## src/logic/sync_ram.sv

```systemverilog
// Synchronous block memory
`timescale 1ns/100ps
`default_nettype none

module sync_ram #(
    parameter type word_t = logic [15:0],
    parameter int  ADDR_W = 8
) (
    input  wire logic              clk,
    input  wire logic              we,
    input  wire logic [ADDR_W-1:0] waddr,
    input  word_t                  wdata,
    input  wire logic [ADDR_W-1:0] raddr,
    output word_t                  rdata
);

    localparam int DEPTH = 2 ** ADDR_W;

    // Contents are left as loaded, never cleared
    word_t mem [DEPTH];

    // Write port
    always_ff @(posedge clk) begin
        if (we) begin
            mem[waddr] <= wdata;
        end
    end

    // Registered read, old word on a same-address write
    always_ff @(posedge clk) begin
        rdata <= mem[raddr];
    end

endmodule

`default_nettype wire

```

## config.mk

```make
export PLATFORM = sky130hd
export DESIGN_NAME = sync_ram
export DESIGN_NICKNAME = d
export VERILOG_FILES = /design/src/logic/sync_ram.sv
export SDC_FILE = /design/constraint.sdc
export NUM_CORES = 2
export LEC_CHECK = 0
export ABC_AREA = 1
export BUFFER_PORTS_ARGS = -buffer_cell sky130_fd_sc_hd__clkbuf_2
export CORE_AREA = 2 2 533 535
export CTS_BUF_LIST = sky130_fd_sc_hd__clkbuf_4 sky130_fd_sc_hd__clkbuf_8
export DETAILED_ROUTE_END_ITERATION = 6
export DIE_AREA = 0 0 535 537
export PLACE_DENSITY = 0.73
export SYNTH_ARGS = -nofsm -noshare
export SYNTH_HDL_FRONTEND = slang
export SYNTH_SLANG_ARGS = --single-unit
```

## constraint.sdc

```tcl
create_clock -name clk -period 2.55 [get_ports clk]
set_input_delay 0.1275 -clock clk [delete_from_list [all_inputs] [get_ports clk]]
set_output_delay 0.1275 -clock clk [all_outputs]
set_load 0.02 [all_outputs]
```

==> reports/qor.yml <==
outcome: "complete, but fails checks"
violations: "setup timing"
root_buffer: "clkbuf_8"
grt_setup_unrepaired: "false"
initial_core_util_pct: 58.9
cp_cell_sequence: "dlygate4sd3_1 -> buf_8 -> buf_12 -> buf_12 -> buf_4 -> nand3_1 -> nand3_1 -> nand3_1 -> nand3_1 -> nand3_1 -> nand3_1 -> nand2_1 -> nand2_1 -> nand2_1"
timing_hold_violations_final: 0
path_max_fanout: 65
fin_crit_sh_pct: 102
crit_required_ns: 3.59
setup_ws_ns: -0.0408
nets: 14300
layout-drive-gt1-share_pct: 13.1
pin_count: 50
vdd_drop_max_v: 0.000503
synthesis.nets: 13700
syn_avg_cell_area_um2: 12.2
p_leak_nw: 67.3
drt_iter0_drc: 18600
gr-usage-all-layers_pct: 33.3
portBuffers: 49
cp_slowest_cell: "dlygate4sd3_1"
worstHoldPathType: "in2reg"
die_h_um: 537
post_cts_buffers: 0
synth_cell_types: 15
design_area_um2: 189000
postSynthCellCount: 13600
slew_headroom_pct: 23.3
grt-ovfl-total: 0
vias: 116000
finalClockSkew_ns: 0.0514
wire_per_inst_um: 26.1
grt_max_degree: 106
dp_slack_ns: -0.601
maxCapViolCount: 0
crit_top_cell: "nand3_1"
post-route-util_pct: 67.1
clock.fmax_mhz: 386
period_needed_ns: 2.59
numCtsBuffers: 637
ant_nets: 0
yosysSeqAreaShare_pct: 74.4
rows: 195
cts_tree: "done"
ys_ff_latch: 4112
coreArea_um2: 281000
routed_via_density: 6.23
fp.dieArea_um2: 287000
tightest_slew_ns: 1.15
cp-start-kind: "input pin"
area_growth_pct: 13.9
finalSetupTns_ns: -0.0408
die_x_um: 535
slew_violations: 0
antenna_found_initial: 23
path_class: "in2reg"
dr.pass1.iters: 6
wirelength_um: 483000
gp_congestion: 0.936
cp_slowest_stage_delay_ns: 0.57
powerDensity_nw_per_um2: 731
htree_levels: 6
hpwlAfterDp_um: 284000
grt_pass1_wl_um: 710000
whs_ns: 0.00940
cts.reportedPaths.clkPinSlew_ns: 0.06
insertion_delay_ns: 1.22
route.detailed.drc: 0
setup_viol: 1
dpl_cell_area_um2: 176000
cts_buffer_depth: 4
crit_arrival_ns: 3.63
clkSinkCount: 4112
syn_area_um2: 166000
first_global_vias: 111000
endpoint_kind: "register"
ys.warnings.count: 0
layout make-up:
type / instances / area, µm²
Timing Repair Buffer: 991 / 11100
Clock inverter: 254 / 1650
Sequential cell: 4112 / 123000
Antenna cell: 10 / 25.0
Multi-Input combinational cell: 8529 / 37100
Clock buffer: 873 / 10600
Inverter: 39 / 196
Tap cell: 3743 / 4680
Fill cell: 19200 / 92600
final timing paths:
kind                      to  cells past startpoint  slack, ns          from
setup / recovery    rdata[4]                     14      -0.04      raddr[1]
hold reg to reg    rdata[10]                     10       1.01  mem[126][10]
setup reg to reg    rdata[0]                     11       0.04   mem[247][0]
hold / removal    mem[59][5]                      2      0.009      wdata[5]
timing repair:
action / in CTS / in global routing
hold buffers: 66 / 0
setup endpoints to repair: 0 / 2
gates resized for setup: 0 / 2
endpoints found under the hold margin: 6019 / 0
power by group:
part	internal, mW	total [mW]	switching [mW]
Sequential	74.5	74.6	0.118
Combinational	2.66	9.65	6.99
Clock	27.8	53.7	25.9
critical path: cells and delay by family:
| family | cells | cell delay (ns) |
|---|---|---|
| and+or+nand+nor | 9 | 1.73 |
| buffers and inverters | 5 | 1.66 |
routing by layer:
| layer | GRT usage, % | wire length, µm | vias up |
|---|---|---|---|
| li1 | - | - | 50100 |
| met1 | 45.2 | 172000 | 55600 |
| met4 | 18.2 | 28400 | 18 |
| met3 | 7.49 | 63100 | 1354 |
| met5 | 0.0822 | 138 | - |
| met2 | 50.5 | 219000 | 8503 |
registers in the layout (all words and copies together) (netlist names):
signal  cells
rdata      16
mem      4096
cell usage after synthesis:
master	n	area [µm²]
nand2_1	4211	15800
edfxtp_1	4096	123000
nand3_1	4035	20200
buf_2	495	2480
nor2_1	283	1060
buf_4	163	1220
clkbuf_1	154	578
buf_1	70	263
buf_6	53	597
inv_1	35	131
dfxtp_1	16	320
inv_2	2	7.51
inv_4	2	12.5
buf_12	1	20.0
buf_8	1	15.0
cells in the final DEF (no fill, tap or decap), types with 10 or more instances in the layout:
cell type / n
nand2_1: 4200
edfxtp_1: 4096
nand3_1: 4034
clkbuf_8: 647
buf_4: 611
nor2_1: 280
buf_12: 274
clkbuf_4: 226
clkinv_1: 137
dlygate4sd3_1: 58
clkinv_2: 51
inv_1: 32
clkbuf_2: 27
buf_8: 19
inv_8: 17
dfxtp_1: 16
clkinvlp_4: 14
nand2_2: 11
inv_6: 11
clkinv_8: 11
diode_2: 10
metrics by stage:
step	instances	total power [mW]
2_1_floorplan	13600	80.6
3_3_place_gp	17300	85.0
3_5_place_dp	17300	85.2
4_1_cts	18500	138
5_1_grt	18500	141
6_report	18600	138
logic make-up after synthesis:
family	after synthesis	synth area share [%]
simple gates	8529	22.4
buf+inv	976	3.21
flops	4112	74.4
(Power assumes the default switching activity.)
