File: src/logic/obj_pkg.sv
// Object table and ROM types
`default_nettype none

package obj_pkg;

    // One descriptor per column of each line slot
    typedef struct packed {
        logic [7:0] code;       // Object number in graphics ROM
        logic [3:0] row;        // Row within the object
        logic [2:0] pal;        // Zero blanks the whole column
        logic       hflip;      // Set for LSB-last order
    } obj_desc_t;

    // Both bit-planes of one object row, 16 half-pixels each
    typedef struct packed {
        logic [15:0] plane1;    // High bit of the pixel value
        logic [15:0] plane0;    // Low bit
    } obj_planes_t;

    // Descriptor table address
    // 16 line slots of 32 columns
    typedef struct packed {
        logic [3:0] slot;       // Line modulo 16
        logic [4:0] col;        // Column on that line
    } desc_addr_t;

    // Graphics ROM address, one plane pair per word
    typedef struct packed {
        logic [7:0] code;
        logic [3:0] row;
    } rom_addr_t;

endpackage

`default_nettype wire

File: src/logic/video_pkg.sv
// Raster position and pixel types
`default_nettype none

package video_pkg;

    // Half-pixels in one 8-pixel column
    localparam int COL_HALF  = 16;
    localparam int COL_SHIFT = 4;       // log2 of COL_HALF

    // Horizontal position, counted in half-pixels
    typedef logic [9:0] hpos_t;

    // Line number inside the frame
    typedef logic [8:0] vpos_t;

    // One object-layer pixel per half-pixel tick
    // Position tag lets the layer mixer line it up with the background
    typedef struct packed {
        logic       valid;      // High only for visible ticks
        hpos_t      hpos;       // Half-pixel that produced it
        vpos_t      vpos;       // Line that produced it
        logic [2:0] pal;        // Palette of the column
        logic [1:0] val;        // {plane1, plane0}, 0 is transparent
    } obj_pixel_t;

endpackage

`default_nettype wire

File: src/logic/obj_line_fetch.sv
// Object column prefetch
`timescale 1ns/100ps
`default_nettype none

module obj_line_fetch #(
    parameter int H_TOTAL_COLS = 40,
    parameter int V_TOTAL      = 262
) (
    input  wire logic           clk,
    input  wire logic           rst,
    input  wire logic           col_start,
    input  video_pkg::hpos_t    hpos,
    input  video_pkg::vpos_t    vpos,
    output obj_pkg::desc_addr_t desc_raddr,
    input  obj_pkg::obj_desc_t  desc_rdata,
    output obj_pkg::rom_addr_t  rom_raddr,
    input  obj_pkg::obj_planes_t rom_rdata,
    output obj_pkg::obj_desc_t  next_desc,
    output obj_pkg::obj_planes_t next_planes
);
    import video_pkg::*;
    import obj_pkg::*;

    localparam int COL_W = $bits(hpos_t) - COL_SHIFT;

    typedef enum logic [1:0] {
        S_IDLE,     // Results held for the shifter
        S_DESC,     // Descriptor on desc_rdata
        S_ROM       // Plane pair on rom_rdata
    } state_t;

    state_t          state;
    logic            primed;    // First column start seen
    logic [COL_W-1:0] cur_col;
    logic [COL_W-1:0] nxt_col;
    logic            at_last;
    vpos_t           nxt_line;
    obj_desc_t       desc_q;

    assign cur_col  = hpos[$bits(hpos_t)-1:COL_SHIFT];
    assign at_last  = cur_col == COL_W'(H_TOTAL_COLS - 1);
    assign nxt_col  = at_last ? '0 : cur_col + 1'b1;   // Col 0 prefetched in hblank
    assign nxt_line = (vpos == vpos_t'(V_TOTAL - 1)) ? '0 : vpos + 1'b1;

    // Column ahead of the beam; before the raster starts, the column under it
    assign desc_raddr.col  = col_start ? nxt_col[4:0] : cur_col[4:0];
    assign desc_raddr.slot = (col_start && at_last) ? nxt_line[3:0] : vpos[3:0];

    // Second read depends on the first
    assign rom_raddr.code = desc_rdata.code;
    assign rom_raddr.row  = desc_rdata.row;

    always_ff @(posedge clk) begin
        if (rst) begin
            state  <= S_IDLE;
            primed <= 1'b0;
        end else if (col_start) begin
            state  <= S_DESC;
            primed <= 1'b1;
        end else begin
            case (state)
                S_IDLE:  if (!primed) state <= S_DESC;     // Keep column 0 fresh
                S_DESC:  state <= S_ROM;
                S_ROM:   state <= S_IDLE;
                default: state <= S_IDLE;
            endcase
        end
    end

    always_ff @(posedge clk) begin
        if (state == S_DESC) begin
            desc_q <= desc_rdata;
        end
        if (state == S_ROM) begin   // Stable until next column start
            next_desc   <= desc_q;
            next_planes <= rom_rdata;
        end
    end

endmodule

`default_nettype wire

File: config.mk
export PLATFORM = sky130hd
export DESIGN_NAME = obj_line_fetch
export DESIGN_NICKNAME = d
export VERILOG_FILES = /design/src/logic/obj_pkg.sv /design/src/logic/video_pkg.sv /design/src/logic/obj_line_fetch.sv
export SDC_FILE = /design/constraint.sdc
export NUM_CORES = 1
export LEC_CHECK = 0
export BUFFER_PORTS_ARGS = -buffer_cell sky130_fd_sc_hd__buf_4
export CAP_MARGIN = 20
export CORE_ASPECT_RATIO = 1.1
export CORE_UTILIZATION = 43
export DETAILED_ROUTE_END_ITERATION = 8
export PLACE_DENSITY = 0.86
export SETUP_SLACK_MARGIN = 0.2
export SLEW_MARGIN = 20
export SYNTH_ARGS = -nofsm -noshare
export SYNTH_HDL_FRONTEND = slang
export SYNTH_SLANG_ARGS = --single-unit
File: constraint.sdc
create_clock -name clk -period 3.6 [get_ports clk]
set_clock_uncertainty 0.15 [all_clocks]
set_input_delay 0.54 -clock clk [delete_from_list [all_inputs] [get_ports clk]]
set_output_delay 0.54 -clock clk [all_outputs]
set_load 0.01 [all_outputs]
==> metrics <==
TritonRoute pass-1 iters 4; final WL 4750 um; CP arrival 1.78 ns; r2r setup slk 1.79 ns; Antenna Cells 0; PwrDens between 400 and 500 mW/mm2; synth top area cells edfxtp_1, buf_4, dfxtp_1; largest family of logic cells by synthesized area simple AND/OR/NAND/NOR gates; Clock Sinks 67; clock buffer depth 2; Cells after DPL 320; max-slew violation count 0; Final ANT Viol Nets 0; Adder-Cell Fraction of Synth Area 0.0156; Leakage approximately 1.5 nW; Core Rows 28; Critical Path RT approximately 2.9 ns; WL/cell roughly 14 um; CTS clk-pin slew, worst paths around 0.060 ns; Vias/cell 4.54; fin util 0.665; Syn Std Cell Area roughly 0.0024 mm2; HP Class input pin to register; RSZ-0062 raised after global routing no; H-tree depth 3; setup bufs post-CTS 0; Simple-Gate Fraction of Synth Area 0.0521; EDFF count, synth 64; final hold vios 0; share of layout cells above drive strength 1 0.582; Die ar. 0.00588 mm2; Max-slew headroom 0.599; port buffer count around 130; Setup-failing EPs final 0; CP Max Fanout 4; CTS tree built; Avg Cell Area, Syn between 15 and 20 um2; Hold Slack 0.244 ns; minimum clock period between 2 and 2.5 ns; Ys Warns 0; complex-gate fraction of the synthesized area 0.0355; total number of vias 1524; post-synthesis mux area share 0.00469; NumNets Final between 300 and 400; Power Total roughly 1.6 mW; top-area cell type share of the netlist area 0.801; Post-Layout Cell Count between 300 and 400; synthesis-stage register bit count 67; root buf cell clkbuf_8; CP startpoint kind input pin; largest area contributor in the netlist edfxtp_1; Syn-to-layout area delta 49.5%; CTS buffer count 9; worst vdd ir ~0.18 mV; dpl hpwl roughly 3700 um; sequential-to-total area share from yosys stat 0.826; maxcap violations 0; GR Overflow Total 0; Final Wtd Congestion just under 0.7; Synth Flop Type edfxtp_1; Post-synth top cells edfxtp_1, buf_4, nor2_1; post_cts resized 0; crit end category output port; initial antenna violation count 0; Post-synth ARST share 0; final instance area about 0.0036 mm2; Die X approximately 73 um; Core Region ~0.0054 mm2; DRT iter0 DRCs 61; CTS Hold Bufs 0; first-pass GRT wire length between 6000 and 7000 um; worst skew pair latency slightly above 0.3 ns; Place WS approximately 1.1 ns; placed cell areas 0.00341 mm2; Setup Crit Path Kind input pin to output port; Fin Setup TNS 0 ns; Overall Global Routing Usage 0.162; status finished, final reports clean; Final WS setup about 1.1 ns; IO Pins approximately 140; die height approximately 80 um; fin crit share 0.686; post-synthesis net count around 200; top-count cell post-synth edfxtp_1; # fillers about 420; post-synthesis cell type count 27; Worst-Margin Slew about 0.60 ns; vias in the first global route about 1400; Post-Syn Instances roughly 120; post-synthesis xor/xnor area fraction 0.0146; Residual DRC 0; fmax just over 0.4 GHz; Initial Util 0.445; largest net degree at the start of global routing 28
==> final cells by class <==
class | instances | area, um2 | share of cell area
clock buffer | 13 | 139 | 0.0387
clock inverter | 3 | 38.8 | 0.0108
inverter | 3 | 11.3 | 0.00314
multi-input combinational | 39 | 302 | 0.0841
sequential | 67 | 1980 | 0.552
tap | 75 | 93.8 | 0.0262
timing repair buffer | 136 | 1020 | 0.285
==> cell usage in the layout (no fill, tap or decap), types with 3 or more instances in the layout <==
cell type / netlist / routed
clkbuf_1: 0 / 4
buf_4: 12 / 136
clkbuf_8: 0 / 9
dfxtp_1: 3 / 3
nor2_1: 7 / 7
edfxtp_1: 64 / 64
ha_1: 3 / 3
inv_1: 3 / 3
==> state kept, by name, indices dropped and copies added, names as in the netlist <==
register and flops:
desc_q 16, next_desc 16, next_planes 32, primed 1
state 2
==> report_power, final <==
group          internal (mW)  total, mW  switching, mW
clock network          0.318      0.551          0.234
registers              0.884      0.891        0.00691
logic                 0.0862      0.148         0.0620
==> worst paths after layout <==
path              cells after the start                   from                       end
setup / recovery                      7                vpos[1]             desc_raddr[7]
hold / removal                        2                    rst       primed$_SDFFE_PP0P_
setup reg to reg                      2  state[1]$_SDFFE_PP0P_  next_planes[7]$_DFFE_PN_
hold reg to reg                       0    desc_q[6]$_DFFE_PN_    next_desc[6]$_DFFE_PN_
==> metal layers <==
layer	vias up	wire [um]	track usage
li1	726	-	-
met1	686	1700	0.163
met2	106	2460	0.294
met3	6	528	0.0665
met4	0	53	0.0608
met5	-	0	0
==> critical path, cell delays in order <==
cell,delay (ns)
buf_4,0.13
inv_1,0.05
ha_1,0.13
or4bb_1,0.45
nor2_1,0.22
o311ai_1,0.11
buf_4,0.16
==> kinds of logic after synthesis <==
group | after synthesis
AOI/OAI and AO/OA | 9
xor gates and xnor gates | 4
adders and majority gates | 3
buffers and inverters | 17
DFF | 67
muxes | 1
and+or+nand+nor | 22
No activity file was read; power rests on OpenSTA's default activity.
