### src/logic/video_pkg.sv
// Raster position and pixel types
`default_nettype none

package video_pkg;

    // Half-pixels in one 8-pixel column
    localparam int COL_HALF  = 16;
    localparam int COL_SHIFT = 4;       // log2 of COL_HALF

    // Horizontal position, counted in half-pixels
    typedef logic [9:0] hpos_t;

    // Line number inside the frame
    typedef logic [8:0] vpos_t;

    // One object-layer pixel per half-pixel tick
    // Position tag lets the layer mixer line it up with the background
    typedef struct packed {
        logic       valid;      // High only for visible ticks
        hpos_t      hpos;       // Half-pixel that produced it
        vpos_t      vpos;       // Line that produced it
        logic [2:0] pal;        // Palette of the column
        logic [1:0] val;        // {plane1, plane0}, 0 is transparent
    } obj_pixel_t;

endpackage

`default_nettype wire

### src/logic/video_timing.sv
// Raster timing generator
`timescale 1ns/100ps
`default_nettype none

module video_timing #(
    parameter int H_VISIBLE_COLS = 32,
    parameter int H_TOTAL_COLS   = 40,
    parameter int V_VISIBLE      = 224,
    parameter int V_TOTAL        = 262,
    parameter int CLK_PER_HALF   = 2
) (
    input  wire logic          clk,
    input  wire logic          rst,
    input  wire logic          run,
    output logic               half_cen,
    output logic               col_start,
    output video_pkg::hpos_t   hpos,
    output video_pkg::vpos_t   vpos,
    output logic               hb,
    output logic               vb
);
    import video_pkg::*;

    localparam int CEN_W = (CLK_PER_HALF > 1) ? $clog2(CLK_PER_HALF) : 1;

    logic [CEN_W-1:0] cen_cnt;  // Clocks into the current half-pixel
    logic             h_wrap;
    logic             v_wrap;
    hpos_t            h_next;
    vpos_t            v_next;

    assign h_wrap = hpos == hpos_t'(H_TOTAL_COLS * COL_HALF - 1);   // Last half-pixel of line
    assign v_wrap = vpos == vpos_t'(V_TOTAL - 1);                   // Last line of frame
    assign h_next = h_wrap ? '0 : hpos + 1'b1;
    assign v_next = v_wrap ? '0 : vpos + 1'b1;

    // First half-pixel of each column
    assign col_start = half_cen && (hpos[COL_SHIFT-1:0] == '0);

    always_ff @(posedge clk) begin
        if (rst || !run) begin      // Held at origin until run
            cen_cnt  <= '0;
            half_cen <= 1'b0;
            hpos     <= '0;
            vpos     <= '0;
            hb       <= 1'b0;
            vb       <= 1'b0;
        end else begin
            // Divider, one tick per CLK_PER_HALF clocks
            if (cen_cnt == CEN_W'(CLK_PER_HALF - 1)) begin
                cen_cnt  <= '0;
                half_cen <= 1'b1;
            end else begin
                cen_cnt  <= cen_cnt + 1'b1;
                half_cen <= 1'b0;
            end
            // Counters move after the tick that used them
            if (half_cen) begin
                hpos <= h_next;
                hb   <= h_next >= hpos_t'(H_VISIBLE_COLS * COL_HALF);  // Blank follows position
                if (h_wrap) begin
                    vpos <= v_next;
                    vb   <= v_next >= vpos_t'(V_VISIBLE);
                end
            end
        end
    end

endmodule

`default_nettype wire

### config.mk
export PLATFORM = sky130hd
export DESIGN_NAME = video_timing
export DESIGN_NICKNAME = d
export VERILOG_FILES = /design/src/logic/video_pkg.sv /design/src/logic/video_timing.sv
export SDC_FILE = /design/constraint.sdc
export NUM_CORES = 1
export LEC_CHECK = 0
export ABC_AREA = 1
export BUFFER_PORTS_ARGS = -buffer_cell sky130_fd_sc_hd__buf_2
export CORE_AREA = 2 2 49 62
export DETAILED_ROUTE_END_ITERATION = 10
export DIE_AREA = 0 0 51 64
export HOLD_SLACK_MARGIN = 0.1
export PLACE_DENSITY = 0.7
export RECOVER_POWER = 25
export SYNTH_ARGS = -nofsm -noshare
export SYNTH_HDL_FRONTEND = slang
export SYNTH_SLANG_ARGS = --single-unit
### constraint.sdc
create_clock -name clk -period 1.2 [get_ports clk]
set_input_delay 0.24 -clock clk [delete_from_list [all_inputs] [get_ports clk]]
set_output_delay 0.24 -clock clk [all_outputs]
set_load 0.005 [all_outputs]
==> results of run 1 <==
## cells by family (layout without fill, tap and decap cells)
| group | after synthesis | after routing | synth area share [%] |
|---|---|---|---|
| buffers and inverters | 26 | 96 | 8.35 |
| AO/OA/AOI/OAI | 22 | 22 | 9.27 |
| flip-flops | 23 | 23 | 37.5 |
| AND/OR/NAND/NOR | 95 | 96 | 37.3 |
| adder cells (fa/ha/maj) | 4 | 4 | 4.07 |
| XOR/XNOR | 5 | 5 | 3.56 |
## synthesized netlist by cell type (all sizes together)
cell type,n
buf,2
nor2,30
nand4,1
nand3,14
xor2,3
clkinv,1
nor3,6
o22ai,3
inv,23
nand2,43
ha,4
o21ai,9
nor3b,1
a21oi,10
dfxtp,23
xnor2,2
## layout make-up
cell class	count	area, um^2
multi-input cells	127	838
inverters	24	92.6
clock inverters	1	5.00
fillers	181	631
flip-flops and latches	23	500
well taps	34	42.5
clock buffers	3	22.5
repair buffers	68	522
## path summary, 6_finish.rpt
check,start,end,slack [ns],depth (start not counted)
hold reg to reg,cen_cnt$_SDFF_PP0_,cen_cnt$_SDFF_PP0_,0.42,1
setup / recovery,hpos[1]$_SDFFE_PP0P_,col_start,-0.29,6
hold / removal,rst,vpos[8]$_SDFFE_PP0P_,0.21,4
setup reg to reg,hpos[1]$_SDFFE_PP0P_,vpos[3]$_SDFFE_PP0P_,-0.27,9
## tightest hold or removal path, delay by kind of cell
kind | cells | cell delay (ns)
buf+inv | 1 | 0.07
compound gates | 1 | 0.07
simple gates | 2 | 0.11
## placed cells by master, fill, tap and decap left out, types with 2 or more instances in the layout
| cell type | n |
|---|---|
| dfxtp_4 | 9 |
| buf_6 | 17 |
| nor2_2 | 5 |
| buf_2 | 21 |
| nand3_4 | 3 |
| clkbuf_4 | 3 |
| nand2_2 | 5 |
| nand2_1 | 34 |
| o21ai_1 | 5 |
| xnor2_1 | 2 |
| o21ai_0 | 3 |
| inv_2 | 4 |
| a21oi_2 | 2 |
| nand3_1 | 10 |
| nor3_1 | 3 |
| nor2_1 | 21 |
| xor2_1 | 3 |
| o22ai_2 | 2 |
| inv_1 | 18 |
| nor2_4 | 4 |
| a21oi_1 | 8 |
| ha_4 | 3 |
| dfxtp_1 | 9 |
| buf_4 | 30 |
| dfxtp_2 | 5 |
| nand2_4 | 5 |
| nor3_4 | 2 |
## what timing repair did
action / 4_1_cts / 5_1_grt
pin swaps: 17 / 8
setup buffers: 5 / 10
gates resized for setup: 42 / 35
endpoints found under the hold margin: 0 / 0
gates cloned: 1 / 0
endpoints found under the setup margin: 26 / 32
## registers in the layout, summed over array words and instances (netlist names)
register  cells
half_cen      1
hpos         10
vb            1
vpos          9
cen_cnt       1
hb            1
## power by group through the flow
stage | clock (mW) | sequential (mW) | combinational [mW]
2_1_floorplan | 0 | 0.783 | 0.0254
3_3_place_gp | 0 | 0.783 | 0.0438
3_5_place_dp | 0 | 0.783 | 0.0454
4_1_cts | 0.382 | 0.762 | 0.0603
5_1_grt | 0.401 | 0.752 | 0.0708
6_report | 0.374 | 0.751 | 0.0656
## metal layers
layer / track usage [%] / part of all wire (%)
met1: 26.0 / 39
met2: 43.3 / 55
met3: 2.10 / 2.8
met4: 8.78 / 3.8
met5: 0 / 0
==> flow_results.org, run 1 <==
** Clock network
- Clock tree synthesis inserted a total of 3 buffers.
- Clock root buffer master :: clkbuf_4
- Clock latency on the worst-skew pair :: between 0.3 and 0.4 ns
- Total clock sinks :: 23
- CTS built an H-tree with a depth of 1.
- TritonCTS built the clock tree.
- Clock-pin slew on the worst setup and hold paths :: 0.13 ns
- The number of hold buffers added after CTS was 0.
- Counting along the longest clock path gives a buffer depth of 2.

** Placement
- The count of buffers added on input and output ports is 25.
- Timing analysis after detailed placement gives a worst setup slack of -0.160 ns.
- Routability congestion estimate from global placement :: 0.822
- Once placement finished, the instance area stood at about 1600 um^2.
- The number of placed instances, taps included, is 261.
- Detail Placement HPWL :: 2.51 mm

** Logic synthesis
- Sequential elements use a little under two fifths of the synthesized area.
- Post-synth top area share :: 37.5%
- In the post-synthesis netlist, the biggest area contributors are dfxtp_1 (37%), nand2_1 (12%), nor2_1 (7.9%), inv_1 (6.7%), nand3_1 (5.3%).
- Summed over all instances, the cell type with the most area after synthesis is dfxtp_1.
- Synth cell types :: 25
- Counting every net in the synthesized netlist gives 182.
- Count of synthesis-stage warnings from yosys :: 0
- In the synthesized netlist, the number of instances is ~180.
- Flop and latch count out of synthesis :: 23
- After synthesis, the mean cell area works out to 7.02 um^2.
- Synth Cell Area :: about 1200 um^2

** Setup path
- Data arrives at the worst endpoint at 1.25 ns.
- By startpoint and endpoint, the worst setup path is classified as reg2out.
- Slowest stage cell on the critical path :: dfxtp_4
- Data on the critical path is required at its endpoint by ~0.96 ns.
- Slowest Stage Delay on Critical Path :: 0.37 ns
- Crit-path leading delay family :: flip-flops
- Type of element launching the critical path :: register
- STA classifies the critical path endpoint as an output pin.
- Crit path cell chain :: buf_6, inv_4, ha_4, nand2_2, nor3_2, buf_2
- Peak fanout along the critical path :: 2
- The critical path contains buffers and inverters numbering 3 combined.

** Timing
- Maximum clock frequency :: 0.670 GHz
- Slack of the critical path :: -0.293 ns
- The smallest clock period supported by the final layout is computed as between 1 and 1.5 ns.
- Setup violations remaining at the end of the flow were counted as 22.
- Hold timing on the final database bottoms out at a slack of 0.209 ns.
- The number of hold violations in the final report came to 0.
- Summed over all failing endpoints, the final setup total negative slack is -3.92 ns.
- The worst pin sits at a relative slew slack of roughly four fifths.
- Setup repair after global routing could not meet its margin everywhere.
- Slew of the pin with the lowest slew margin :: a little under 0.3 ns
- Between clock sinks in the finished design, the worst skew comes to 0.00528 ns.
- Pins Over Slew Limit :: 0
- Final critical-path share of the clock period :: 124%

** Route
- 1st-pass router iterations :: 4
- In the routed design, unresolved DRC markers number 0.
- Once detail routing completed, the nets flagged for antenna violations numbered 0.
- Number of vias per cell :: 5.09
- Detailed-route wire length :: 3.84 mm
- For this block, the initial DRC count from the detailed router was 56.
- Via total after detailed routing :: around 1400
- After detailed routing, the average wire length per cell comes to 13.7 um.

** Power and ir drop
- Switching Power :: 0.290 mW
- Internal Dissipation :: 0.901 mW
- Combinational logic is responsible for between 5 and 6% of the overall power.
- Sequential share of power :: approximately 63%
- Leakage power summed over all cells :: 0.928 nW
- Clock share of power :: 31.4%
- Final total power :: between 1 and 1.5 mW
- IR analysis of the VDD net gives a maximum drop of 544 uV.
- P per Cell Area :: between 500 and 600 nW/um^2
- Of the total power, the share spent switching nets is 24.3%.

** Global routing
- The first global-routing pass estimated around 5.8 mm of wire.
- Overall routing resource usage :: between 20% and 30%
- Total congestion overflow after global routing :: 0
- Entering global routing, the biggest net connects 14 pins.
- Number of antenna violations at the first check in global routing :: 0
- Via count of the first global-routing pass :: roughly 1300

** Min path
- In this run the worst hold path is classified as in2reg.

** Floorplan
- After floorplanning, the core was sized to cover 2650 um^2.
- Starting utilization of the core area :: 46.3%
- The die is 51 um wide.
- After floorplanning, the core was divided into 21 placement rows.
- Height of the die :: roughly 64 um
- The floorplan step defined a die boundary enclosing 3260 um^2.
- Number of I/O pins :: 26

** Flow run
- Number of maximum-capacitance violations :: 0

** Layout
- Cells with a size suffix above 1 make up 51.2% of the layout.
- For this run, the number of standard cells in the final layout without fillers is between 200 and 300.
- After routing the design area is about 2000 um^2.
- Final antenna diode count :: 0
- Layout area overhead :: 64.7%
- At the end of the flow, the number of nets in the layout was 254.
- Final Core Density :: 76.2%

** Run status
- Failing checks :: negative setup slack
- Outcome :: finished, violations left
Power figures use the tool's default switching activity.
==> inputs of run 2 (changes only) <==
- CORE_AREA: 2 2 49 62 -> 2 2 47 59
- DIE_AREA: 0 0 51 64 -> 0 0 49 61
- PLACE_DENSITY: 0.7 -> 0.73
- clock period: 1.2 -> 1.7 ns (I/O delays scaled with it)
==> flow_results.org, run 2 (synthesized netlist as in run 1, its figures left out) <==
** Route
- The first-pass iteration count of the detailed router was 4 (unchanged).
- Post-route DRC :: 0 (unchanged)
- Number of vias per cell :: 5.00 (was 5.09)
- WL/cell :: 11.6 um (was 13.7 um)
- The routed wire length was 2.77 mm (was 3.84 mm).
- The number of violations reported at the end of detailed-routing iteration 0 came to 34 (was 56).
- The number of nets still failing antenna checks after routing is 0 (unchanged).
- Via total after detailed routing :: 1191 (was 1426)

** Placement
- The final RePlAce weighted congestion came to 0.907 (was 0.822).
- Detail Placement HPWL :: 2.16 mm (was 2.51 mm)
- The total placed cells including tap cells was 234 (was 261).
- The total placed instance area came to 1410 um^2 (was 1630 um^2).
- The port buffer count came to 25 (unchanged).

** Layout
- The final cell count without fillers came to 238 (was 280).
- Proportion of layout cells with a drive suffix above 1 :: 21.5% (was 51.2%)
- Most frequent cells in the layout: nand2_1 (40), nor2_1 (27), buf_2 (24) (was nand2_1 (34), buf_4 (30), nor2_1 (21), buf_2 (21), inv_1 (18)).
- The footprint of the multi-input gates was 668 um^2 (was 838 um^2).
- The number of nets in the layout is 213 (was 254).
- The post-route cell area came to 1440 um^2 (was 2020 um^2).
- Top Registers: hpos x10, vpos x9 (unchanged).
- The storage element area is 462 um^2 (was 500 um^2).
- Fillers :: 247 (was 181)
- The flip-flop count of the largest register after layout was 10 (unchanged).
- The register ranked first by flip-flop count is hpos (unchanged).
- The number of diodes was 0 (unchanged).
- Layout area overhead :: 16.8% (was 64.7%)
- Most common cell after layout, fill and taps aside :: nand2_1 (unchanged)

** Clock network
- The number of buffers added for setup after CTS was 0 (was 5).
- Clock latency on the worst-skew pair :: 0.32 ns (about the same)
- Clock Path Buffers :: 2 (unchanged)
- Number of buffers added by the clock tree synthesis step :: 3 (unchanged)
- Clock tree from TritonCTS :: yes (unchanged)
- The CTS root buffer is clkbuf_4 (unchanged).
- The number of sinks on the clock net was 23 (unchanged).
- The maximum level of the CTS H-tree was 1 (unchanged).
- Post-cts resize count :: 0 (was 42)
- The quantity of hold-fixing buffers added after cts is 0 (unchanged).
- Clock-pin slew on the worst setup and hold paths :: 0.13 ns (about the same)

** Run status
- Outcome :: finished, final reports clean (was finished, violations left)

** Power and ir drop
- P per Cell Area :: 584 nW/um^2 (was 588 nW/um^2)
- The leakage power total is 0.671 nW (was 0.928 nW).
- Clock share of power :: 31.7% (was 31.4%)
- Switching fraction of total power :: 23.7% (was 24.3%)
- Internal Dissipation :: 0.640 mW (was 0.901 mW)
- The power spent charging and discharging nets is 0.199 mW (was 0.290 mW).
- The sequential fraction of design power was 64.8% (was 63.1%).
- Comb power frac :: 3.4% (was 5.5%)
- The overall power consumption is 0.839 mW (was 1.19 mW).
- Worst IR Drop VDD :: 430 uV (was 544 uV)

** Timing
- The transition time at the pin with the least slew margin came to 0.300 ns (was 0.291 ns).
- Final critical-path share of the clock period :: a little over nine tenths
- Setup repair after global routing missed its margin :: no (was yes)
- The worst clock skew came to 0.00116 ns (was 0.00528 ns).
- Total setup violations reported at the end of the flow :: 0 (was 22)
- The final hold slack was 0.372 ns (was 0.209 ns).
- For this run, the top clock speed supported by timing is 0.624 GHz.
- Worst-case headroom to the max-slew limit :: 80.0% (was 80.5%)
- Pins Over Slew Limit :: 0 (unchanged)
- Final setup TNS :: 0 ns (was -3.92 ns)
- Clock period minus final worst setup slack :: 1.60 ns
- Total count of hold-check failures in the final report :: 0 (unchanged)

** Global routing
- The pin count of the biggest net entering global routing came to 14 (unchanged).
- Total congestion overflow after global routing :: 0 (unchanged)
- Number of antenna violations at the first check in global routing :: 0 (unchanged)
- The wire length of the first global-routing pass was 4.71 mm (was 5.79 mm).
- Via count of the first global-routing pass :: 1092 (was 1288)
- Overall routing resource usage :: 20.4% (was 23.1%)

** Flow run
- Number of maximum-capacitance violations :: 0 (unchanged)

** Setup path
- Type of element launching the critical path :: register (unchanged)
- The worst reg2reg path startpoint is hpos[1]$_SDFFE_PP0P_ (unchanged).
- Peak fanout along the critical path :: 5 (was 2)
- The type of element capturing the critical path is a register (was output pin).
- Required @ worst endpoint :: 1.95 ns (was 0.96 ns)
- Arrival time of the worst setup path :: 1.85 ns (was 1.25 ns)
- Worst setup path category :: reg2reg (was reg2out)
- The origin of the worst setup path is hpos[1]$_SDFFE_PP0P_ (unchanged).

** Floorplan
- Die Width :: 49 um (was 51 um)
- The y dimension of the die came to 61 um (was 64 um).
- The site row count came to 20 (was 21).
- Number of I/O pins :: 26 (unchanged)
- Starting utilization of the core area :: 50.6% (was 46.3%)
- Die Outline Area :: 2990 um^2 (was 3260 um^2)
- The core box area was 2430 um^2 (was 2650 um^2).

** Min path
- Startpoint of the tightest hold check path :: rst (unchanged)
- Class of the tightest hold or removal check :: in2reg (unchanged)
-- run 2: layout make-up --
class	instances	area share, %
Clock buffer	3	1.57
Clock inverter	1	0.349
Inverter	24	6.28
Multi-Input combinational cell	126	46.6
Sequential cell	23	32.2
Tap cell	33	2.88
Timing Repair Buffer	28	10.2
-- run 2: stage by stage --
stage,setup slack (ns),utilization [%]
floorplan,0.391,-
global placement,0.255,57.9
detailed placement,0.174,57.9
CTS,0.0830,59.0
global route,0.0120,59.1
finish,0.0978,59.1
-- run 2: power by group through the flow --
stage | clock [mW] | sequential [mW] | combinational, mW
finish | 0.266 | 0.544 | 0.0286
global route | 0.296 | 0.545 | 0.0325
CTS | 0.267 | 0.544 | 0.0292
detailed placement | 0 | 0.556 | 0.0292
global placement | 0 | 0.555 | 0.0283
floorplan | 0 | 0.555 | 0.0183
-- run 2: per-layer routing --
layer / vias to the layer above / routed length [um] / GRT usage [%]
li1: 616 / - / -
met1: 533 / 1210 / 24.5
met2: 35 / 1400 / 37.6
met3: 7 / 99 / 1.48
met4: 0 / 68 / 10.2
met5: - / 0 / 0
-- run 2: worst paths after layout --
check,to,slack (ns),cells after the start
worst min register to register,cen_cnt$_SDFF_PP0_,0.43,1
worst min-delay path,half_cen$_SDFF_PP0_,0.37,4
worst max register to register,vpos[6]$_SDFFE_PP0P_,0.1,7
worst max-delay path,vpos[6]$_SDFFE_PP0P_,0.1,7
-- run 2: critical path, stage by stage (launching register included) --
cell     delay (ns)
dfxtp_1        0.40
ha_1           0.21
inv_1          0.06
nor2_2         0.12
nand2_1        0.09
nor3_4         0.24
nand3_1        0.21
o22ai_1        0.20
