File: src/logic/obj_pkg.sv
// Object table and ROM types
`default_nettype none

package obj_pkg;

    // One descriptor per column of each line slot
    typedef struct packed {
        logic [7:0] code;       // Object number in graphics ROM
        logic [3:0] row;        // Row within the object
        logic [2:0] pal;        // Zero blanks the whole column
        logic       hflip;      // Set for LSB-last order
    } obj_desc_t;

    // Both bit-planes of one object row, 16 half-pixels each
    typedef struct packed {
        logic [15:0] plane1;    // High bit of the pixel value
        logic [15:0] plane0;    // Low bit
    } obj_planes_t;

    // Descriptor table address
    // 16 line slots of 32 columns
    typedef struct packed {
        logic [3:0] slot;       // Line modulo 16
        logic [4:0] col;        // Column on that line
    } desc_addr_t;

    // Graphics ROM address, one plane pair per word
    typedef struct packed {
        logic [7:0] code;
        logic [3:0] row;
    } rom_addr_t;

endpackage

`default_nettype wire

File: src/logic/video_pkg.sv
// Raster position and pixel types
`default_nettype none

package video_pkg;

    // Half-pixels in one 8-pixel column
    localparam int COL_HALF  = 16;
    localparam int COL_SHIFT = 4;       // log2 of COL_HALF

    // Horizontal position, counted in half-pixels
    typedef logic [9:0] hpos_t;

    // Line number inside the frame
    typedef logic [8:0] vpos_t;

    // One object-layer pixel per half-pixel tick
    // Position tag lets the layer mixer line it up with the background
    typedef struct packed {
        logic       valid;      // High only for visible ticks
        hpos_t      hpos;       // Half-pixel that produced it
        vpos_t      vpos;       // Line that produced it
        logic [2:0] pal;        // Palette of the column
        logic [1:0] val;        // {plane1, plane0}, 0 is transparent
    } obj_pixel_t;

endpackage

`default_nettype wire

File: src/logic/obj_shifter.sv
// Object pixel shifter
`timescale 1ns/100ps
`default_nettype none

module obj_shifter (
    input  wire logic            clk,
    input  wire logic            rst,
    input  wire logic            half_cen,
    input  wire logic            col_start,
    input  video_pkg::hpos_t     hpos,
    input  video_pkg::vpos_t     vpos,
    input  wire logic            hb,
    input  wire logic            vb,
    input  obj_pkg::obj_desc_t   next_desc,
    input  obj_pkg::obj_planes_t next_planes,
    output video_pkg::obj_pixel_t pix
);
    import video_pkg::*;
    import obj_pkg::*;

    logic [15:0] sr1;           // Plane 1 shift register
    logic [15:0] sr0;           // Plane 0 shift register
    logic        flip_q;        // Flip latched at load
    logic [2:0]  pal_q;         // Palette latched at load

    obj_planes_t src;           // Planes feeding this tick
    logic        src_flip;
    logic [2:0]  src_pal;
    logic [1:0]  bit_val;

    logic        valid_q;
    hpos_t       hpos_q;
    vpos_t       vpos_q;
    logic [2:0]  out_pal;
    logic [1:0]  out_val;

    // At the column boundary the new column's half-pixel 0 is taken straight
    // from the fetch outputs, later ticks come from the shift registers
    always_comb begin
        if (col_start) begin
            src      = next_planes;
            src_flip = next_desc.hflip;
            src_pal  = next_desc.pal;
        end else begin
            src.plane1 = sr1;
            src.plane0 = sr0;
            src_flip   = flip_q;
            src_pal    = pal_q;
        end
        // Flip reads from the top end
        bit_val = src_flip ? {src.plane1[15], src.plane0[15]}
                           : {src.plane1[0],  src.plane0[0]};
    end

    // Load and shift share one path, the register keeps what is left
    always_ff @(posedge clk) begin
        if (half_cen) begin
            sr1 <= src_flip ? {src.plane1[14:0], 1'b0} : {1'b0, src.plane1[15:1]};
            sr0 <= src_flip ? {src.plane0[14:0], 1'b0} : {1'b0, src.plane0[15:1]};
        end
    end

    always_ff @(posedge clk) begin
        if (rst) begin
            flip_q <= 1'b0;
            pal_q  <= '0;
        end else if (col_start) begin
            flip_q <= next_desc.hflip;
            pal_q  <= next_desc.pal;
        end
    end

    // Valid is a one-clock pulse per visible tick
    always_ff @(posedge clk) begin
        if (rst) begin
            valid_q <= 1'b0;
        end else begin
            valid_q <= half_cen && !hb && !vb;
        end
    end

    // Pixel payload with its position tag
    always_ff @(posedge clk) begin
        if (rst) begin
            hpos_q <= '0;       // Tag starts at the origin
            vpos_q <= '0;
        end else if (half_cen) begin
            hpos_q  <= hpos;
            vpos_q  <= vpos;
            out_pal <= src_pal;
            out_val <= (src_pal == 3'd0 || vb) ? 2'b00 : bit_val;  // Black palette or vblank
        end
    end

    assign pix.valid = valid_q;
    assign pix.hpos  = hpos_q;
    assign pix.vpos  = vpos_q;
    assign pix.pal   = out_pal;
    assign pix.val   = out_val;

endmodule

`default_nettype wire

File: config.mk
export PLATFORM = sky130hd
export DESIGN_NAME = obj_shifter
export DESIGN_NICKNAME = d
export VERILOG_FILES = /design/src/logic/obj_pkg.sv /design/src/logic/video_pkg.sv /design/src/logic/obj_shifter.sv
export SDC_FILE = /design/constraint.sdc
export NUM_CORES = 1
export LEC_CHECK = 0
export BUFFER_PORTS_ARGS = -buffer_cell sky130_fd_sc_hd__buf_2
export CORE_ASPECT_RATIO = 1.1
export CORE_UTILIZATION = 45
export CTS_CLUSTER_SIZE = 10
export DETAILED_ROUTE_END_ITERATION = 16
export GPL_TIMING_DRIVEN = 0
export HOLD_SLACK_MARGIN = 0.05
export PLACE_DENSITY = 0.76
export SLEW_MARGIN = 40
export SYNTH_ARGS = -nofsm -noshare
export SYNTH_HDL_FRONTEND = slang
export SYNTH_SLANG_ARGS = --single-unit
File: constraint.sdc
create_clock -name clk -period 1.25 [get_ports clk]
set_input_delay 0.25 -clock clk [delete_from_list [all_inputs] [get_ports clk]]
set_output_delay 0.25 -clock clk [all_outputs]
set_load 0.05 [all_outputs]
==> impl_metrics.py, run 1 <==
metrics = {
    "critical_path": {
        "crit_buf_inv": 2,
        "crit_chain": "buf_6 > buf_4 > a211oi_1 > a21oi_1",
        "cpPeakStageDelay_ns": 0.34,
        "crit_family": "flip-flops",
        "critPathLaunchType": "register",
        "cp_max_fo": 10,
        "worst_setup_path_end_kind": "register",
        "critPathSlowestCell": "dfxtp_2",
        "critPathKind": "reg -> reg",
        "crit_required_ns": 1.34,
        "cp.arrival_ns": 1.29,
    },
    "logic_synthesis": {
        "synth_xor_xnor_area_share_pct": 0,
        "avgSynthCellArea_um2": 11.86,
        "synth_cells": 255,
        "yosys.area_share.simple_pct": 10.96,
        "synth.distinct_cells": 22,
        "seq_area_frac_synth_pct": 52.61,
        "synth_top_family_by_area": "multiplexers",
        "yosys_warnings": 0,
        "synth-compound-area-share_pct": 10.92,
        "synth_area_leader_cell": "edfxtp_1",
        "synthMuxAreaShare_pct": 20.76,
        "synth-seq-cells": 61,
        "syn_nets": 328,
        "synthAdderAreaFrac_pct": 0,
        "syn_area_mm2": 0.003025,
        "ys_top_cells_by_area": "edfxtp_1 (37%), mux2i_1 (18%), dfxtp_1 (16%)",
        "synth_top_area_share_pct": 36.72,
    },
    "placement": {
        "portBuffers": 84,
        "hpwlAfterDp_um": 4759,
        "dp_slack_ns": -0.7682,
        "place_congestion": 0.7369,
    },
    "hold_path": {
        "hold_class": "in -> reg",
    },
    "clocking": {
        "tritoncts": "built",
        "path_clk_slew_ns": 0.07,
        "cts_buffer_depth": 2,
        "cts_sinks": 61,
        "root_buffer": "clkbuf_8",
        "numCtsBuffers": 9,
        "postCtsHoldBufs": 0,
        "clk_latency_ns": 0.34,
        "post-cts-setup-buffers": 0,
        "cts.htree.levels": 3,
    },
    "timing": {
        "setup_violations": 0,
        "slew_violations": 0,
        "setup-tns-final_ns": 0,
        "worst_pin_slew_ns": 0.4138,
        "rsz0062_at_grt": "yes",
        "layout_setup_ws_ns": 0.04307,
        "relSlewSlack_pct": 72.41,
        "hold_viol": 0,
        "final.setup_skew_ns": 0.008643,
        "clock.fmax_mhz": 828.6,
        "fin_crit_sh_pct": 96.55,
        "fin_crit_ns": 1.207,
    },
    "final_layout": {
        "final_cell_mix": "buf_2 (85), mux2i_1 (55), edfxtp_1 (37)",
        "final_core_util_pct": 60.91,
        "antenna_cells": 0,
        "layout.nets": 423,
        "layout_commonest_cell": "buf_2",
        "drive_gt1_share_pct": 39.15,
        "area_growth_pct": 27.71,
    },
    "route": {
        "routedWlPerCell_um": 15.48,
        "drt_pass1_iterations": 4,
        "ant_nets": 0,
        "route.detailed.drc": 0,
        "via_count": 2284,
        "drt_iter0_markers": 126,
        "totalWireLength_um": 6734,
        "vias_per_cell": 5.251,
    },
    "floorplan": {
        "die_y_um": 88.00,
        "dieArea_mm2": 0.007055,
        "die_w_um": 80.18,
        "initial_utilization_pct": 47.69,
        "core-area_mm2": 0.006344,
        "pin_count": 98,
        "placementRows": 30,
    },
    "grt": {
        "overflow": 0,
        "antenna_found_initial": 0,
        "grt_max_degree": 35,
        "grt_pass1_wl_um": 10460,
        "grt_usage_pct": 19.97,
        "grt_pass1_vias": 2238,
    },
    "status": {
        "status": "completed",
    },
    "power_and_ir_drop": {
        "ir_drop_v": 0.0008278,
        "power.density_mw_per_mm2": 1326,
        "fin_total_pwr_w": 0.005122,
        "leakage_nw": 1.718,
    },
    "flow_run": {
        "cap_viol_max_count": 0,
    },
}
==> routing by layer <==
metal  GRT usage (%)  vias up  share of wire [%]
li1                -     1128                  -
met1           24.90     1085                 46
met2           33.26       62                 49
met3           4.167        9                4.4
met4           9.253        0                1.2
met5               0        -                  0
==> cells in the mapped netlist <==
library cell,number
mux2i_2,1
edfxtp_1,37
nor2b_1,29
mux2i_1,55
o211a_1,2
nor4b_2,1
buf_6,3
dfxtp_1,24
mux2_4,2
nor4_2,1
o21ai_1,2
nand2_1,4
clkbuf_1,2
nor3b_1,1
nor2_1,22
nor3_2,1
mux2_1,3
buf_2,7
buf_4,9
a211oi_1,24
a21oi_1,24
and2b_1,1
==> report_power, final <==
part,total (W),internal (W),switching [W]
clock network,0.00185,0.00108,0.000776
logic,0.000889,0.000367,0.000521
registers,0.00238,0.00231,0.0000739
==> through the flow <==
step / cell area (um2) / hold WS (ns) / std cells
6_report: 3864 / 0.06447 / 435
5_1_grt: 3864 / 0.05623 / 435
4_1_cts: 3776 / 0.05610 / 435
3_5_place_dp: 3546 / 0.4186 / 419
3_3_place_gp: 3546 / 0.4194 / 419
2_1_floorplan: 3025 / 0.3216 / 255
==> what timing repair did <==
item,in CTS,in global routing
pin swaps,0,1
setup endpoints to repair,33,32
gates resized for setup,4,24
==> worst register-to-register path: stages (launching register included) <==
cell	delay [ns]
dfxtp_2	0.34
buf_6	0.15
buf_4	0.19
a211oi_1	0.23
a21oi_1	0.06
==> state kept, by name (all words and copies together) (netlist names) <==
name	count
flip_q	1
hpos_q	10
out_pal	3
out_val	2
pal_q	3
sr0	16
sr1	16
valid_q	1
vpos_q	9
==> final timing paths <==
check,startpoint,endpoint,slack (ns),cells after the start
max,flip_q$_SDFF_PP0_,sr1[9]$_DFFE_PP_,0.04,4
min,hb,valid_q$_SDFF_PP0_,0.06,2
max reg2reg,flip_q$_SDFF_PP0_,sr1[9]$_DFFE_PP_,0.04,4
min reg2reg,vpos_q[6]$_SDFFE_PP0P_,vpos_q[6]$_SDFFE_PP0P_,0.49,2
==> cell families (layout without fill, tap and decap cells) <==
logic type / count (synthesis) / after routing
buf+inv: 21 / 121
compound gates: 52 / 52
mux: 61 / 61
simple gates: 60 / 60
flops: 61 / 61
==> area by class of cell <==
cell class	instances	area, um2
Fill cell	518	2480
Sequential cell	61	1593
Multi-Input combinational cell	173	1363
Timing Repair Buffer	84	429.2
Clock buffer	15	209.0
Buffer	21	161.4
Tap cell	80	100.1
Clock inverter	1	8.758
(Power assumes the default switching activity.)
==> inputs of run 2 (changes only) <==
--- a/config.mk
+++ b/config.mk
@@ -6,8 +6,10 @@
 export NUM_CORES = 1
 export LEC_CHECK = 0
 export BUFFER_PORTS_ARGS = -buffer_cell sky130_fd_sc_hd__buf_2
+export CAP_MARGIN = 30
 export CORE_ASPECT_RATIO = 1.1
 export CORE_UTILIZATION = 45
+export CTS_BUF_LIST = sky130_fd_sc_hd__clkbuf_8
 export CTS_CLUSTER_SIZE = 10
 export DETAILED_ROUTE_END_ITERATION = 16
 export GPL_TIMING_DRIVEN = 0
==> run 2 against run 1 <==
Net effect:
- critical path type unchanged
- register-to-register slack worse by 0.02 ns
- via count fell by 1.1%
- first-iteration DRC count fell by 32%
- combinational power is 1% lower
- hold slack gained 0.0063 ns
- global-route usage is 0.21 points higher
- design area down 0.62%
- maximum frequency is 1.7% lower
- sequential power barely moved
- setup slack got worse by 0.021 ns
==> impl_metrics.py, run 2 (synthesis gave the netlist of run 1 again) <==
metrics = {
    "grt": {
        "grt_max_degree": 35,
        "grt_pass1_vias": 2257,
        "grt_pass1_wl_um": 10580,
        "antenna_found_initial": 0,
        "overflow": 0,
        "grt_usage_pct": 20.18,
    },
    "critical_path": {
        "critPathKind": "reg -> reg",
        "cp_max_fo": 10,
        "worst_setup_path_end_kind": "register",
        "crit_buf_inv": 2,
        "critPathSlowestCell": "dfxtp_2",
        "critPathLaunchType": "register",
        "cp.arrival_ns": 1.31,
        "crit_chain": "buf_6 > buf_4 > a211oi_1 > a21oi_1",
        "crit_family": "flip-flops",
        "cpPeakStageDelay_ns": 0.34,
        "r2r_setup_slack_ns": 0.02,
        "crit_required_ns": 1.33,
    },
    "clocking": {
        "numCtsBuffers": 9,
        "path_clk_slew_ns": 0.07,
        "tritoncts": "built",
        "cts_sinks": 61,
        "root_buffer": "clkbuf_8",
        "cts_buffer_depth": 2,
        "clk_latency_ns": 0.33,
        "cts.htree.levels": 3,
    },
    "floorplan": {
        "die_w_um": 80.18,
        "core-area_mm2": 0.006344,
        "pin_count": 98,
        "placementRows": 30,
        "die_y_um": 88.00,
        "dieArea_mm2": 0.007055,
        "initial_utilization_pct": 47.69,
    },
    "final_layout": {
        "multi_input_area_mm2": 0.001333,
        "drive_gt1_share_pct": 37.46,
        "antenna_cells": 0,
        "final_cell_mix": "buf_2 (85), mux2i_1 (55), edfxtp_1 (37)",
        "layout_commonest_cell": "buf_2",
        "seq_area_mm2": 0.001593,
        "fill_cells": 520,
        "post-route-cell-area_mm2": 0.003840,
        "layout.nets": 423,
        "area_growth_pct": 26.92,
        "top_regs": "sr0: 16 flops, sr1: 16 flops, hpos_q: 10 flops",
    },
    "power_and_ir_drop": {
        "sequentialPowerShare_pct": 45.4,
        "pwr-share-comb_pct": 16.7,
        "swShare_pct": 25.69,
        "leakage_nw": 1.724,
        "switching_power_w": 0.001344,
        "power.internal_w": 0.003889,
        "power.density_mw_per_mm2": 1363,
        "clkPwrFrac_pct": 37.8,
        "ir_drop_v": 0.0008011,
    },
    "timing": {
        "relSlewSlack_pct": 72.41,
        "slew_violations": 0,
        "fin_crit_sh_pct": 98.26,
        "hold_viol": 0,
        "clock.fmax_mhz": 814.2,
        "setup_violations": 0,
        "final.setup_skew_ns": 0.007341,
        "rsz0062_at_grt": "yes",
        "setup-tns-final_ns": 0,
        "fin_crit_ns": 1.228,
        "worst_pin_slew_ns": 0.4139,
    },
    "route": {
        "ant_nets": 0,
        "drt_iter0_markers": 86,
        "vias_per_cell": 5.191,
        "totalWireLength_um": 6692,
        "routedWlPerCell_um": 15.38,
        "drt_pass1_iterations": 4,
        "route.detailed.drc": 0,
        "via_count": 2258,
    },
    "placement": {
        "portBuffers": 84,
        "placed_area_mm2": 0.003546,
        "place_congestion": 0.7369,
        "hpwlAfterDp_um": 4759,
    },
    "flow_run": {
        "cap_viol_max_count": 0,
    },
    "hold_path": {
        "hold_class": "in -> reg",
    },
    "status": {
        "status": "completed",
    },
}
==> run 2: cell types whose count changed in the layout (fill, tap and decap cells not counted) <==
| cell | before | now |
|---|---|---|
| a211oi_1 | 10 | 16 |
| a211oi_2 | 14 | 8 |
| buf_4 | 11 | 13 |
| bufinv_16 | 0 | 2 |
| clkbuf_1 | 4 | 2 |
| clkbuf_16 | 2 | 0 |
| inv_1 | 0 | 2 |
| buf_6 | 6 | 5 |
| clkbuf_4 | 1 | 0 |
==> run 2: power by group through the flow <==
stage                     clock [W]  sequential, W  combinational (W)
after floorplan                   0        0.00255           0.000431
after global placement            0        0.00241           0.000833
after detailed placement          0        0.00241           0.000850
after CTS                   0.00201        0.00237           0.000866
after global routing        0.00211        0.00239           0.000948
final                       0.00198        0.00238           0.000876
==> run 2: layout make-up <==
cell class	instances	share of cell area, %
Tap cell	80	2.607
Buffer	21	4.106
Multi-Input combinational cell	173	34.70
Sequential cell	61	41.48
Clock inverter	5	1.988
Timing Repair Buffer	84	11.18
Clock buffer	11	3.943
==> run 2: metrics by stage <==
stage / total power, W / worst slack [ns] / cells / hold WS (ns) / utilization [%]
finish: 0.005233 / 0.02175 / 435 / 0.07077 / 60.53
global route: 0.005451 / -0.03060 / 435 / 0.05605 / 60.53
CTS: 0.005253 / -0.01231 / 435 / 0.05578 / 59.98
detailed placement: 0.003263 / -0.7682 / 419 / 0.4186 / 55.90
global placement: 0.003239 / -0.7952 / 419 / 0.4194 / 55.90
floorplan: 0.002982 / 0.1186 / 255 / 0.3216 / -
==> run 2: worst reg2reg max path, stage by stage, from the launching register on <==
cell      delay, ns
dfxtp_2        0.34
buf_6          0.14
buf_4          0.18
a211oi_1       0.25
a21oi_1        0.07
==> run 2: worst paths after layout <==
| check | startpoint | endpoint | cells past startpoint |
|---|---|---|---|
| max | flip_q$_SDFF_PP0_ | sr0[13]$_DFFE_PP_ | 4 |
| min | hb | valid_q$_SDFF_PP0_ | 2 |
| max reg2reg | flip_q$_SDFF_PP0_ | sr0[13]$_DFFE_PP_ | 4 |
| min reg2reg | vpos_q[6]$_SDFFE_PP0P_ | vpos_q[6]$_SDFFE_PP0P_ | 2 |
==> run 2: layer usage <==
layer	share of wire [%]	wire length [um]	global-route usage, %	vias up
li1	-	-	-	1125
met1	45	3039	25.13	1071
met2	49	3289	33.72	53
met3	3.8	252	4.167	9
met4	1.6	109	9.253	0
met5	0	0	0	-
==> run 2: timing repair <==
action                                  CTS  global route
resized for setup                        10             8
buffers inserted                          0             0
endpoints found under the setup margin   36            32
hold buffers                              0             0
hold endpoints to repair                  0             0
cloned                                    0             0
==> inputs of run 3 (changes only) <==
--- a/config.mk
+++ b/config.mk
@@ -14,7 +14,7 @@
 export DETAILED_ROUTE_END_ITERATION = 16
 export GPL_TIMING_DRIVEN = 0
 export HOLD_SLACK_MARGIN = 0.05
-export PLACE_DENSITY = 0.76
+export PLACE_DENSITY_LB_ADDON = 0.15
 export SLEW_MARGIN = 40
 export SYNTH_ARGS = -nofsm -noshare
 export SYNTH_HDL_FRONTEND = slang
==> run 3 against run 2 <==
Net effect:
- setup slack gained 0.020 ns
- flip-flop and latch count unchanged
- sequential power about the same
- critical path depth is the same
- core utilization shrank 0.65 points
- die area unchanged
- via count grew 0.58%
- clock power shrank 11%
- critical path type unchanged
==> impl_metrics.py, run 3 (synthesis gave the netlist of run 1 again) <==
metrics = {
    "floorplan": {
        "die_w_um": 80.18,
        "pin_count": 98,
        "placementRows": 30,
        "core-area_mm2": 0.006344,
        "die_y_um": 88.00,
        "initial_utilization_pct": 47.69,
        "dieArea_mm2": 0.007055,
    },
    "route": {
        "routedWlPerCell_um": 14.94,
        "drt_pass1_iterations": 4,
        "drt_iter0_markers": 109,
        "totalWireLength_um": 6499,
        "ant_nets": 0,
        "route.detailed.drc": 0,
        "via_count": 2271,
        "vias_per_cell": 5.221,
    },
    "clocking": {
        "cts_buffer_depth": 2,
        "post-cts-setup-buffers": 0,
        "numCtsBuffers": 9,
        "root_buffer": "clkbuf_8",
        "cts.htree.levels": 3,
        "clk_latency_ns": 0.33,
        "cts_sinks": 61,
        "tritoncts": "built",
        "path_clk_slew_ns": 0.07,
    },
    "grt": {
        "use_met2_pct": 28.75,
        "grt_usage_pct": 19.06,
        "overflow": 0,
        "grt_pass1_vias": 2113,
        "grt_max_degree": 35,
        "grt_busiest_layer": "met2",
        "use_met3_pct": 5.313,
        "antenna_found_initial": 0,
        "grt_util_met1_pct": 25.05,
        "grt_pass1_wl_um": 9880,
    },
    "power_and_ir_drop": {
        "power.density_mw_per_mm2": 1316,
        "leakage_nw": 1.710,
        "ir_drop_v": 0.0007510,
        "fin_total_pwr_w": 0.004997,
    },
    "timing": {
        "relSlewSlack_pct": 69.75,
        "final.setup_skew_ns": 0.007989,
        "fin_crit_ns": 1.208,
        "clock.fmax_mhz": 827.7,
        "setup_violations": 0,
        "hold_viol": 0,
        "fin_crit_sh_pct": 96.65,
        "rsz0062_at_grt": "yes",
        "worst_pin_slew_ns": 0.4537,
        "slew_violations": 0,
    },
    "placement": {
        "dp_cells": 419,
        "portBuffers": 84,
        "place_congestion": 0.7507,
        "hpwlAfterDp_um": 4617,
    },
    "hold_path": {
        "hold_class": "in -> reg",
    },
    "status": {
        "status": "completed",
    },
    "final_layout": {
        "final_cell_mix": "buf_2 (85), mux2i_1 (55), edfxtp_1 (37)",
        "antenna_cells": 0,
        "top_regs": "sr0: 16 flops, sr1: 16 flops, hpos_q: 10 flops",
        "fin_cells": 435,
        "fill_cells": 565,
        "layout_commonest_cell": "buf_2",
        "drive_gt1_share_pct": 36.90,
        "area_growth_pct": 25.56,
        "layout.nets": 423,
    },
    "critical_path": {
        "crit_required_ns": 1.31,
        "critPathKind": "reg -> reg",
        "cp.arrival_ns": 1.27,
        "cp_max_fo": 10,
        "critPathLaunchType": "register",
        "worst_setup_path_end_kind": "register",
    },
    "flow_run": {
        "cap_viol_max_count": 0,
    },
}
==> run 3: stage by stage <==
stage | TNS (ns) | utilization [%] | worst slack [ns] | instance area, um2 | hold WS [ns]
2_1_floorplan | 0 | - | 0.1186 | 3025 | 0.3216
6_report | 0 | 59.88 | 0.04187 | 3799 | 0.07602
4_1_cts | 0 | 59.55 | 0.01138 | 3777 | 0.05678
3_5_place_dp | -13.29 | 55.90 | -0.8184 | 3546 | 0.4220
3_3_place_gp | -12.76 | 55.90 | -0.7922 | 3546 | 0.4220
5_1_grt | -0.04975 | 59.88 | -0.02444 | 3799 | 0.06846
==> run 3: power breakdown <==
| group | internal, W | switching, W |
|---|---|---|
| clock | 0.00102 | 0.000744 |
| sequential | 0.00231 | 0.0000664 |
| combinational | 0.000358 | 0.000506 |
==> run 3: what timing repair did <==
item                                    4_1_cts  5_1_grt
gates resized for setup                      10        5
endpoints found under the setup margin       30       18
hold buffers                                  0        0
==> run 3: metal layers <==
layer  vias to the layer above  wire length, um
met2                        79             3062
met4                         0               49
met3                         4              437
met1                      1060             2950
li1                       1128                -
met5                         -                0
==> run 3: final timing paths <==
check / startpoint / to / slack [ns] / cells after the start
worst max-delay path: flip_q$_SDFF_PP0_ / sr1[8]$_DFFE_PP_ / 0.04 / 4
worst min-delay path: hb / valid_q$_SDFF_PP0_ / 0.08 / 2
worst max register to register: flip_q$_SDFF_PP0_ / sr1[8]$_DFFE_PP_ / 0.04 / 4
worst min register to register: hpos_q[7]$_SDFFE_PP0P_ / hpos_q[7]$_SDFFE_PP0P_ / 0.49 / 2
==> run 3: cell type report <==
type                    instances  area [um2]  share of cell area [%]
plain buffers                  21       157.7                   4.150
multi-input cells             173        1318                   34.68
flip-flops and latches         61        1593                   41.93
clock buffers                  11       151.4                   3.986
repair buffers                 84       429.2                   11.30
clock inverters                 5       50.05                   1.318
well taps                      80       100.1                   2.635
==> run 3: critical path: stages (launching register included) <==
cell	delay, ns
dfxtp_2	0.34
buf_6	0.14
buf_4	0.18
a211oi_1	0.20
a21oi_1	0.08
